### config.mk
export PLATFORM = sky130hd
export DESIGN_NAME = read_guard_top
export DESIGN_NICKNAME = d
export VERILOG_FILES = /design/src/guard_axi_pkg.sv /design/src/guard_cfg_pkg.sv /design/src/guard_cfg_regs.sv /design/src/guard_fault_ctrl.sv /design/src/read_guard_top.sv /design/src/txn_timer.sv /design/src/txn_tracker.sv
export SDC_FILE = /design/constraint.sdc
export NUM_CORES = 2
export LEC_CHECK = 0
export BUFFER_PORTS_ARGS = -buffer_cell sky130_fd_sc_hd__buf_2
export CORE_ASPECT_RATIO = 1.25
export CORE_UTILIZATION = 55
export CTS_BUF_LIST = sky130_fd_sc_hd__clkbuf_8
export CTS_CLUSTER_SIZE = 40
export DETAILED_ROUTE_END_ITERATION = 6
export PLACE_DENSITY = 0.76
export SYNTH_ARGS = -nofsm -noshare
export SYNTH_HDL_FRONTEND = slang
export SYNTH_SLANG_ARGS = --single-unit
### constraint.sdc
create_clock -name clk_i -period 11 [get_ports clk_i]
set_input_delay 0.55 -clock clk_i [delete_from_list [all_inputs] [get_ports clk_i]]
set_output_delay 0.55 -clock clk_i [all_outputs]
set_load 0.02 [all_outputs]
### src/guard_axi_pkg.sv
`default_nettype none

package guard_axi_pkg;

  // Read channel fields seen by the guard
  typedef logic [3:0]  axi_id_t;
  typedef logic [31:0] axi_addr_t;
  // Burst length minus one, as carried on AR
  typedef logic [7:0]  axi_len_t;

  // Life of one tracked read
  typedef enum logic [1:0] {
    FREE       = 2'd0,
    WAIT_FIRST = 2'd1,
    IN_BURST   = 2'd2
  } slot_state_e;

  // One bit per cause, same layout as the status register
  typedef logic [3:0] fault_cause_t;

  localparam int unsigned CauseFirst    = 0;
  localparam int unsigned CauseStall    = 1;
  localparam int unsigned CauseBurst    = 2;
  localparam int unsigned CauseUnwanted = 3;

endpackage

`default_nettype wire

### src/guard_cfg_pkg.sv
`default_nettype none

package guard_cfg_pkg;

  // Config port address and data
  typedef logic [2:0]  cfg_addr_t;
  typedef logic [31:0] cfg_data_t;

  // Budgets and the counters compared against them
  typedef logic [15:0] budget_t;

  // Register map
  localparam cfg_addr_t RegCtrl        = 3'd0;
  localparam cfg_addr_t RegBudgetFirst = 3'd1;
  localparam cfg_addr_t RegBudgetStall = 3'd2;
  localparam cfg_addr_t RegBudgetBeat  = 3'd3;
  localparam cfg_addr_t RegStatus      = 3'd4;
  localparam cfg_addr_t RegFaultAddr   = 3'd5;

  // Budget values after reset, in clock cycles
  localparam budget_t BudgetFirstRst = 16'd64;
  localparam budget_t BudgetStallRst = 16'd32;
  localparam budget_t BudgetBeatRst  = 16'd16;

endpackage

`default_nettype wire

### src/guard_cfg_regs.sv
`timescale 1ns/1ns
`default_nettype none

module guard_cfg_regs (
  input  logic                        clk_i,
  input  logic                        rst_ni,
  input  logic                        cfg_req_i,
  input  logic                        cfg_we_i,
  input  guard_cfg_pkg::cfg_addr_t    cfg_addr_i,
  input  guard_cfg_pkg::cfg_data_t    cfg_wdata_i,
  output logic                        cfg_ack_o,
  output guard_cfg_pkg::cfg_data_t    cfg_rdata_o,
  input  guard_axi_pkg::fault_cause_t fault_set_i,
  input  guard_axi_pkg::axi_addr_t    fault_addr_i,
  output logic                        enable_o,
  output guard_cfg_pkg::budget_t      budget_first_o,
  output guard_cfg_pkg::budget_t      budget_stall_o,
  output guard_cfg_pkg::budget_t      budget_beat_o,
  output logic                        fault_active_o
);
  import guard_cfg_pkg::*;
  import guard_axi_pkg::*;

  logic         ack_q;
  logic         access;
  logic         wr_en;
  cfg_data_t    rdata_d;
  cfg_data_t    rdata_q;
  logic         enable_q;
  budget_t      budget_first_q;
  budget_t      budget_stall_q;
  budget_t      budget_beat_q;
  fault_cause_t status_q;
  fault_cause_t status_clr;
  axi_addr_t    fault_addr_q;

  // New access only once the previous ack has fallen
  assign access = cfg_req_i && !ack_q;
  assign wr_en  = access && cfg_we_i;

  // Write one to clear
  assign status_clr = (wr_en && cfg_addr_i == RegStatus) ?
                      cfg_wdata_i[$bits(fault_cause_t)-1:0] : '0;

  always_comb begin
    case (cfg_addr_i)
      RegCtrl:        rdata_d = cfg_data_t'(enable_q);
      RegBudgetFirst: rdata_d = cfg_data_t'(budget_first_q);
      RegBudgetStall: rdata_d = cfg_data_t'(budget_stall_q);
      RegBudgetBeat:  rdata_d = cfg_data_t'(budget_beat_q);
      RegStatus:      rdata_d = cfg_data_t'(status_q);
      RegFaultAddr:   rdata_d = cfg_data_t'(fault_addr_q);
      default:        rdata_d = '0;
    endcase
  end

  always_ff @(posedge clk_i or negedge rst_ni) begin
    if (!rst_ni) begin
      ack_q          <= 1'b0;
      rdata_q        <= '0;
      enable_q       <= 1'b0;
      budget_first_q <= BudgetFirstRst;
      budget_stall_q <= BudgetStallRst;
      budget_beat_q  <= BudgetBeatRst;
      status_q       <= '0;
      fault_addr_q   <= '0;
    end else begin
      if (access) begin
        ack_q   <= 1'b1;
        rdata_q <= rdata_d;
      end else if (ack_q && !cfg_req_i) begin
        ack_q <= 1'b0;
      end
      if (wr_en) begin
        case (cfg_addr_i)
          RegCtrl:        enable_q       <= cfg_wdata_i[0];
          RegBudgetFirst: budget_first_q <= cfg_wdata_i[$bits(budget_t)-1:0];
          RegBudgetStall: budget_stall_q <= cfg_wdata_i[$bits(budget_t)-1:0];
          RegBudgetBeat:  budget_beat_q  <= cfg_wdata_i[$bits(budget_t)-1:0];
          default:        ;
        endcase
      end
      // A cause arriving with a clear stays set
      status_q <= (status_q & ~status_clr) | fault_set_i;
      // Only the first fault's address is kept
      if (status_q == '0 && fault_set_i != '0) begin
        fault_addr_q <= fault_addr_i;
      end
    end
  end

  assign cfg_ack_o      = ack_q;
  assign cfg_rdata_o    = rdata_q;
  assign enable_o       = enable_q;
  assign budget_first_o = budget_first_q;
  assign budget_stall_o = budget_stall_q;
  assign budget_beat_o  = budget_beat_q;
  assign fault_active_o = |status_q;

endmodule

`default_nettype wire

### src/guard_fault_ctrl.sv
`timescale 1ns/1ns
`default_nettype none

module guard_fault_ctrl (
  input  logic clk_i,
  input  logic rst_ni,
  input  logic enable_i,
  input  logic fault_active_i,
  input  logic full_i,
  input  logic m_ar_valid_i,
  input  logic s_ar_ready_i,
  input  logic s_r_valid_i,
  input  logic m_r_ready_i,
  output logic m_ar_ready_o,
  output logic s_ar_valid_o,
  output logic m_r_valid_o,
  output logic s_r_ready_o,
  output logic ar_fire_o,
  output logic r_fire_o,
  output logic irq_o,
  output logic reset_req_o
);

  logic block_ar;
  logic block_r;
  logic fault_q;

  // Disabled guard passes everything through
  assign block_ar = enable_i && (fault_active_i || full_i);
  assign block_r  = enable_i && fault_active_i;

  assign m_ar_ready_o = s_ar_ready_i && !block_ar;
  assign s_ar_valid_o = m_ar_valid_i && !block_ar;
  assign m_r_valid_o  = s_r_valid_i && !block_r;
  assign s_r_ready_o  = m_r_ready_i && !block_r;

  // Handshakes as seen after gating
  assign ar_fire_o = s_ar_valid_o && s_ar_ready_i;
  assign r_fire_o  = m_r_valid_o && m_r_ready_i;

  always_ff @(posedge clk_i or negedge rst_ni) begin
    if (!rst_ni) begin
      fault_q <= 1'b0;
    end else begin
      fault_q <= enable_i && fault_active_i;
    end
  end

  assign irq_o       = fault_q;
  assign reset_req_o = fault_q;

endmodule

`default_nettype wire

### src/read_guard_top.sv
`timescale 1ns/1ns
`default_nettype none

module read_guard_top #(
  parameter int unsigned MaxTxns = 4
) (
  input  logic                     clk_i,
  input  logic                     rst_ni,
  // Master side
  input  logic                     m_ar_valid_i,
  input  guard_axi_pkg::axi_id_t   m_ar_id_i,
  input  guard_axi_pkg::axi_addr_t m_ar_addr_i,
  input  guard_axi_pkg::axi_len_t  m_ar_len_i,
  output logic                     m_ar_ready_o,
  output logic                     m_r_valid_o,
  output guard_axi_pkg::axi_id_t   m_r_id_o,
  output logic                     m_r_last_o,
  input  logic                     m_r_ready_i,
  // Slave side
  output logic                     s_ar_valid_o,
  output guard_axi_pkg::axi_id_t   s_ar_id_o,
  output guard_axi_pkg::axi_addr_t s_ar_addr_o,
  output guard_axi_pkg::axi_len_t  s_ar_len_o,
  input  logic                     s_ar_ready_i,
  input  logic                     s_r_valid_i,
  input  guard_axi_pkg::axi_id_t   s_r_id_i,
  input  logic                     s_r_last_i,
  output logic                     s_r_ready_o,
  // Config port
  input  logic                     cfg_req_i,
  input  logic                     cfg_we_i,
  input  guard_cfg_pkg::cfg_addr_t cfg_addr_i,
  input  guard_cfg_pkg::cfg_data_t cfg_wdata_i,
  output logic                     cfg_ack_o,
  output guard_cfg_pkg::cfg_data_t cfg_rdata_o,
  output logic                     irq_o,
  output logic                     reset_req_o
);
  import guard_axi_pkg::*;
  import guard_cfg_pkg::*;

  logic         enable;
  logic         fault_active;
  logic         full;
  logic         ar_fire;
  logic         r_fire;
  budget_t      budget_first;
  budget_t      budget_stall;
  budget_t      budget_beat;
  fault_cause_t fault_set;
  axi_addr_t    fault_addr;

  // Payload fields are never gated
  assign s_ar_id_o   = m_ar_id_i;
  assign s_ar_addr_o = m_ar_addr_i;
  assign s_ar_len_o  = m_ar_len_i;
  assign m_r_id_o    = s_r_id_i;
  assign m_r_last_o  = s_r_last_i;

  guard_cfg_regs regs_i (
    .clk_i          (clk_i),
    .rst_ni         (rst_ni),
    .cfg_req_i      (cfg_req_i),
    .cfg_we_i       (cfg_we_i),
    .cfg_addr_i     (cfg_addr_i),
    .cfg_wdata_i    (cfg_wdata_i),
    .cfg_ack_o      (cfg_ack_o),
    .cfg_rdata_o    (cfg_rdata_o),
    .fault_set_i    (fault_set),
    .fault_addr_i   (fault_addr),
    .enable_o       (enable),
    .budget_first_o (budget_first),
    .budget_stall_o (budget_stall),
    .budget_beat_o  (budget_beat),
    .fault_active_o (fault_active)
  );

  txn_tracker #(
    .MaxTxns (MaxTxns)
  ) tracker_i (
    .clk_i          (clk_i),
    .rst_ni         (rst_ni),
    .enable_i       (enable),
    .ar_fire_i      (ar_fire),
    .ar_id_i        (m_ar_id_i),
    .ar_addr_i      (m_ar_addr_i),
    .ar_len_i       (m_ar_len_i),
    .r_fire_i       (r_fire),
    .r_valid_i      (m_r_valid_o),
    .r_ready_i      (s_r_ready_o),
    .r_id_i         (s_r_id_i),
    .r_last_i       (s_r_last_i),
    .budget_first_i (budget_first),
    .budget_stall_i (budget_stall),
    .budget_beat_i  (budget_beat),
    .full_o         (full),
    .fault_set_o    (fault_set),
    .fault_addr_o   (fault_addr)
  );

  guard_fault_ctrl fault_ctrl_i (
    .clk_i          (clk_i),
    .rst_ni         (rst_ni),
    .enable_i       (enable),
    .fault_active_i (fault_active),
    .full_i         (full),
    .m_ar_valid_i   (m_ar_valid_i),
    .s_ar_ready_i   (s_ar_ready_i),
    .s_r_valid_i    (s_r_valid_i),
    .m_r_ready_i    (m_r_ready_i),
    .m_ar_ready_o   (m_ar_ready_o),
    .s_ar_valid_o   (s_ar_valid_o),
    .m_r_valid_o    (m_r_valid_o),
    .s_r_ready_o    (s_r_ready_o),
    .ar_fire_o      (ar_fire),
    .r_fire_o       (r_fire),
    .irq_o          (irq_o),
    .reset_req_o    (reset_req_o)
  );

endmodule

`default_nettype wire

### src/txn_timer.sv
`timescale 1ns/1ns
`default_nettype none

module txn_timer (
  input  logic                        clk_i,
  input  logic                        rst_ni,
  input  logic                        alloc_i,
  input  logic                        free_i,
  input  logic                        beat_i,
  input  logic                        stall_i,
  input  guard_axi_pkg::axi_len_t     len_i,
  input  guard_cfg_pkg::budget_t      budget_first_i,
  input  guard_cfg_pkg::budget_t      budget_stall_i,
  input  guard_cfg_pkg::budget_t      budget_beat_i,
  output guard_axi_pkg::slot_state_e  state_o,
  output guard_axi_pkg::fault_cause_t timeout_o
);
  import guard_axi_pkg::*;
  import guard_cfg_pkg::*;

  localparam int unsigned LimitWidth = $bits(budget_t) + $bits(axi_len_t) + 1;

  slot_state_e           state_q;
  budget_t               wait_cnt_q;
  budget_t               stall_cnt_q;
  budget_t               burst_cnt_q;
  logic [LimitWidth-1:0] burst_limit;

  // Per-beat budget times the number of beats
  assign burst_limit = LimitWidth'(budget_beat_i) * (LimitWidth'(len_i) + 1'b1);

  always_ff @(posedge clk_i or negedge rst_ni) begin
    if (!rst_ni) begin
      state_q     <= FREE;
      wait_cnt_q  <= '0;
      stall_cnt_q <= '0;
      burst_cnt_q <= '0;
    end else begin
      case (state_q)
        FREE: begin
          if (alloc_i) state_q <= WAIT_FIRST;
        end
        WAIT_FIRST: begin
          if (free_i) begin
            state_q <= FREE;
          end else if (beat_i) begin
            state_q <= IN_BURST;
          end
        end
        IN_BURST: begin
          if (free_i) state_q <= FREE;
        end
        default: state_q <= FREE;
      endcase
      if (alloc_i) begin
        wait_cnt_q  <= '0;
        stall_cnt_q <= '0;
        burst_cnt_q <= '0;
      end else begin
        // Counters saturate instead of wrapping
        if (state_q == WAIT_FIRST && wait_cnt_q != '1) begin
          wait_cnt_q <= wait_cnt_q + 1'b1;
        end
        if (beat_i) begin
          stall_cnt_q <= '0;
        end else if (stall_i && stall_cnt_q != '1) begin
          stall_cnt_q <= stall_cnt_q + 1'b1;
        end
        if (state_q == IN_BURST && burst_cnt_q != '1) begin
          burst_cnt_q <= burst_cnt_q + 1'b1;
        end
      end
    end
  end

  always_comb begin
    timeout_o             = '0;
    timeout_o[CauseFirst] = (state_q == WAIT_FIRST) && (wait_cnt_q == budget_first_i);
    timeout_o[CauseStall] = (state_q != FREE) && stall_i && (stall_cnt_q == budget_stall_i);
    timeout_o[CauseBurst] = (state_q == IN_BURST) &&
                            (LimitWidth'(burst_cnt_q) == burst_limit);
  end

  assign state_o = state_q;

endmodule

`default_nettype wire

### src/txn_tracker.sv
`timescale 1ns/1ns
`default_nettype none

module txn_tracker #(
  parameter int unsigned MaxTxns = 4
) (
  input  logic                        clk_i,
  input  logic                        rst_ni,
  input  logic                        enable_i,
  input  logic                        ar_fire_i,
  input  guard_axi_pkg::axi_id_t      ar_id_i,
  input  guard_axi_pkg::axi_addr_t    ar_addr_i,
  input  guard_axi_pkg::axi_len_t     ar_len_i,
  input  logic                        r_fire_i,
  input  logic                        r_valid_i,
  input  logic                        r_ready_i,
  input  guard_axi_pkg::axi_id_t      r_id_i,
  input  logic                        r_last_i,
  input  guard_cfg_pkg::budget_t      budget_first_i,
  input  guard_cfg_pkg::budget_t      budget_stall_i,
  input  guard_cfg_pkg::budget_t      budget_beat_i,
  output logic                        full_o,
  output guard_axi_pkg::fault_cause_t fault_set_o,
  output guard_axi_pkg::axi_addr_t    fault_addr_o
);
  import guard_axi_pkg::*;

  localparam int unsigned OrdWidth = (MaxTxns > 1) ? $clog2(MaxTxns) : 1;

  // Number of older same-ID reads still outstanding
  typedef logic [OrdWidth-1:0] ord_t;

  axi_id_t      id_q    [MaxTxns];
  axi_addr_t    addr_q  [MaxTxns];
  axi_len_t     len_q   [MaxTxns];
  ord_t         ord_q   [MaxTxns];
  ord_t         dec     [MaxTxns];
  slot_state_e  state   [MaxTxns];
  fault_cause_t timeout [MaxTxns];

  logic [MaxTxns-1:0] busy;
  logic [MaxTxns-1:0] alloc;
  logic [MaxTxns-1:0] hit;
  logic [MaxTxns-1:0] beat;
  logic [MaxTxns-1:0] stall;
  logic [MaxTxns-1:0] release_slot;
  ord_t               new_ord;
  logic               unwanted;

  assign full_o = &busy;

  // Lowest free slot takes the new read
  always_comb begin
    alloc = '0;
    for (int i = MaxTxns - 1; i >= 0; i--) begin
      if (!busy[i]) begin
        alloc    = '0;
        alloc[i] = ar_fire_i && enable_i;
      end
    end
  end

  // Same-ID reads that stay past this cycle are older than the new one
  always_comb begin
    new_ord = '0;
    for (int j = 0; j < MaxTxns; j++) begin
      if (busy[j] && !release_slot[j] && id_q[j] == ar_id_i) begin
        new_ord = new_ord + 1'b1;
      end
    end
  end

  // A slot moves up once per older same-ID read that leaves
  always_comb begin
    for (int i = 0; i < MaxTxns; i++) begin
      dec[i] = '0;
      for (int j = 0; j < MaxTxns; j++) begin
        if (release_slot[j] && busy[i] && id_q[j] == id_q[i] && ord_q[j] < ord_q[i]) begin
          dec[i] = dec[i] + 1'b1;
        end
      end
    end
  end

  for (genvar i = 0; i < MaxTxns; i++) begin : gen_slot
    assign busy[i]  = (state[i] != FREE);
    // Only the oldest read of an ID may take a beat
    assign hit[i]   = busy[i] && (id_q[i] == r_id_i) && (ord_q[i] == '0);
    assign beat[i]  = r_fire_i && hit[i];
    assign stall[i] = r_valid_i && !r_ready_i && hit[i];
    assign release_slot[i] = busy[i] &&
                             (!enable_i || (beat[i] && r_last_i) || (timeout[i] != '0));

    always_ff @(posedge clk_i) begin
      if (alloc[i]) begin
        id_q[i]   <= ar_id_i;
        addr_q[i] <= ar_addr_i;
        len_q[i]  <= ar_len_i;
      end
    end

    always_ff @(posedge clk_i or negedge rst_ni) begin
      if (!rst_ni) begin
        ord_q[i] <= '0;
      end else if (alloc[i]) begin
        ord_q[i] <= new_ord;
      end else if (busy[i]) begin
        ord_q[i] <= ord_q[i] - dec[i];
      end
    end

    txn_timer timer_i (
      .clk_i          (clk_i),
      .rst_ni         (rst_ni),
      .alloc_i        (alloc[i]),
      .free_i         (release_slot[i]),
      .beat_i         (beat[i]),
      .stall_i        (stall[i]),
      .len_i          (len_q[i]),
      .budget_first_i (budget_first_i),
      .budget_stall_i (budget_stall_i),
      .budget_beat_i  (budget_beat_i),
      .state_o        (state[i]),
      .timeout_o      (timeout[i])
    );
  end

  assign unwanted = enable_i && r_fire_i && !(|hit);

  // Lowest timed-out slot reports its address
  always_comb begin
    fault_set_o  = '0;
    fault_addr_o = '0;
    for (int i = MaxTxns - 1; i >= 0; i--) begin
      if (enable_i && timeout[i] != '0) begin
        fault_set_o  = fault_set_o | timeout[i];
        fault_addr_o = addr_q[i];
      end
    end
    fault_set_o[CauseUnwanted] = unwanted;
  end

endmodule

`default_nettype wire
==> flow_summary.toml <==
[placed_design]
hpwlAfterDp_mm = 85.0
numPortBuffers = 163
placed_area_mm2 = 0.0467
routabilityCongestion = 0.952

[worst_setup_path]
crit_path_start_kind = "flop"
critPathMaxFanout = 19
setup.worst_path.class = "flop to flop"
cp_data_arrival_time_ns = 9.97
cpPeakStageDelay_ns = 0.89
required_ns = 11.58
cpMostUsedCell = "fa_1"
cp_slowest_cell = "edfxtp_1"
critPathCaptureType = "flop"

[clocking]
clkLatencyLatePin_ns = 0.73
cts_sinks = 503
numCtsBuffers = 84
htree_levels = 3
cts_root_buffer = "clkbuf_8"
path_clk_slew_ns = 0.06
post_cts_buffers = 0
cts_buffer_depth = 3
cts_tree = "done"
cts.repair.resized = 0
cts_hold_buf = 1

[synthesis]
syn_area_mm2 = 0.0454
synth_area_per_cell_um2 = 9.47
yosysWarnings = 0
ys_types = 94
netlist_instances = 4795
ys.flop_type = "dfrtp_1"
ys_seq_elements = 503
ys_seq_area_share_pct = 29.7
synth_edf_count = 176
async_flop_share_pct = 65.0
syn_nets = 5506

[global_routing]
gr-usage-all-layers_pct = 28.8
antenna_found_initial = 7
grt_pass1_wl_mm = 191
grt_max_degree = 118
grt_pass1_vias = 36400
gr-total-overflow = 0

[routing]
num_vias = 35400
vias_per_cell = 5.97
route.antenna.remaining_nets = 0
wirelength_mm = 118
drtPass1Iterations = 6
wl_per_cell_um = 19.9
drc_errors = 0
drt-initial-drc-count = 2695

[floorplanning]
initial_core_util_pct = 55.7
fp.coreArea_mm2 = 0.0815
die_w_um = 259
num_rows = 117
die_area_mm2 = 0.0837
ios = 180
fp.dieH_um = 323

[final_layout]
nFillCells = 6825
final_cell_area_mm2 = 0.0485
syn_to_final_growth_pct = 6.90
final_common_cell = "nand2_1"
layout_common_cells = "556 x nand2_1, 458 x inv_1, 396 x fa_1"
drive_above_1_share_pct = 9.60
nets = 5495

[sta]
setup_viol = 0
hold_violations = 0
relSlewSlack_pct = 22.1
rsz0062_at_grt = "false"
fin_crit_ns = 9.39
tns_ns = 0
clock_skew_ns = 0.0399
fmax_mhz = 106
worstMarginPinSlew_ns = 1.17
final-max-slew-violation-count = 0
fin_crit_sh_pct = 85.4

[job]
drv_cap = 0

[min_path]
worstHoldPathType = "primary input to flop"

[status]
status = "completed"
area by class of cell:
type / count / area [um^2] / area share [%]
Multi-Input combinational cell: 3532 / 29000 / 59.6
Sequential cell: 503 / 13500 / 27.8
Inverter: 432 / 1630 / 3.35
Clock buffer: 102 / 1400 / 2.89
Timing Repair Buffer: 231 / 1340 / 2.77
Tap cell: 1071 / 1340 / 2.76
Clock inverter: 54 / 395 / 0.815
Antenna cell: 1 / 2.50 / 0.00516
worst max-delay path: cells and delay by family, from the launching register on:
family / cells / cell delay [ns]
and+or+nand+nor: 12 / 2.87
buffers and inverters: 3 / 0.38
xor gates and xnor gates: 1 / 0.09
adders and majority gates: 7 / 3.25
DFF: 1 / 0.89
AOI/OAI and AO/OA: 6 / 1.79
cells in the mapped netlist, drive strengths merged, types with 12 or more instances:
master  instances  area share [%]
o32ai          33            0.65
and3           66            0.91
ha            223             6.1
a211o          13            0.25
nor3b          13            0.21
and4           16            0.31
inv           428             3.5
o211ai         18            0.31
and2          277             3.8
nor4           48            0.66
a22oi          16            0.26
nor3           62            0.68
nand2         556             4.6
clkbuf        255             2.1
or2            12            0.17
nor2          291             2.4
edfxtp        176              12
a31oi          21            0.29
dfrtp         324              18
xnor2         187             3.7
a211oi         17            0.28
fa            396              17
nand4          94             1.3
nor2b          88             1.2
mux2           60             1.5
a21oi         115             1.3
buf            73             1.1
mux2i          30            0.66
xor2          283             5.5
a21o           28            0.46
o22ai          15            0.21
o21ai         111             1.2
o31ai          43            0.71
or3            31            0.43
o311a          37            0.82
nand2b         27            0.37
nand3         138             1.5
metrics by stage:
step	std cells	hold WS [ns]	setup WS [ns]	util (%)
2_1_floorplan	4795	0.254	2.99	-
3_3_place_gp	5767	0.462	1.79	57.3
3_5_place_dp	5767	0.466	1.67	57.3
4_1_cts	5924	0.0211	1.64	59.5
5_1_grt	5926	0.0379	1.07	59.5
6_report	5926	0.0436	1.61	59.5
final timing paths:
kind | start | end | slack (ns) | cells after the start
max | tracker_i.len_q[0][0]$_DFFE_PP_ | tracker_i.ord_q[3]$_DFFE_PN0P_ | 1.61 | 29
min | m_ar_addr_i[11] | tracker_i.addr_q[1][11]$_DFFE_PP_ | 0.04 | 1
max reg2reg | tracker_i.len_q[0][0]$_DFFE_PP_ | tracker_i.ord_q[3]$_DFFE_PN0P_ | 1.61 | 29
min reg2reg | regs_i.fault_addr_q[23]$_DFFE_PN0P_ | regs_i.fault_addr_q[23]$_DFFE_PN0P_ | 0.48 | 2
max in group asynchronous | rst_ni | tracker_i.gen_slot[2].timer_i.burst_cnt_q[15]$_DFFE_PN0P_ | 8.04 | 4
min in group asynchronous | rst_ni | tracker_i.gen_slot[1].timer_i.stall_cnt_q[7]$_DFFE_PN0P_ | 0.53 | 2
sequential cells by signal, summed over array words and instances (netlist names), 8 cells and up:
signal	flops
tracker_i.id_q	16
tracker_i.gen_slot.timer_i.state_o	8
tracker_i.gen_slot.timer_i.burst_cnt_q	64
tracker_i.gen_slot.timer_i.wait_cnt_q	64
tracker_i.addr_q	128
tracker_i.ord_q	8
tracker_i.len_q	32
regs_i.budget_stall_o	16
regs_i.cfg_rdata_o	32
tracker_i.gen_slot.timer_i.stall_cnt_q	64
regs_i.budget_first_o	16
regs_i.budget_beat_o	16
regs_i.fault_addr_q	32
per-layer routing:
layer	vias up	GRT usage [%]	share of wire [%]
li1	16000	-	-
met1	17700	35.1	39
met2	1385	49.2	49
met3	336	4.75	7.1
met4	12	14.2	4.7
met5	-	0	0.060
cells by family (layout without fill, tap and decap cells):
family / Yosys count / after routing / synth area share (%)
buffers and inverters: 760 / 819 / 6.75
AND/OR/NAND/NOR: 1763 / 1763 / 19.5
XOR/XNOR: 471 / 471 / 9.17
adder cells (fa/ha/maj): 619 / 619 / 23.6
multiplexers: 90 / 90 / 2.15
other: 0 / 1 / 0
AO/OA/AOI/OAI: 589 / 589 / 9.17
flip-flops: 503 / 503 / 29.7
Power is not shown: default switching activity piles up to over one toggle a cycle in this logic, so the estimate is an artifact.
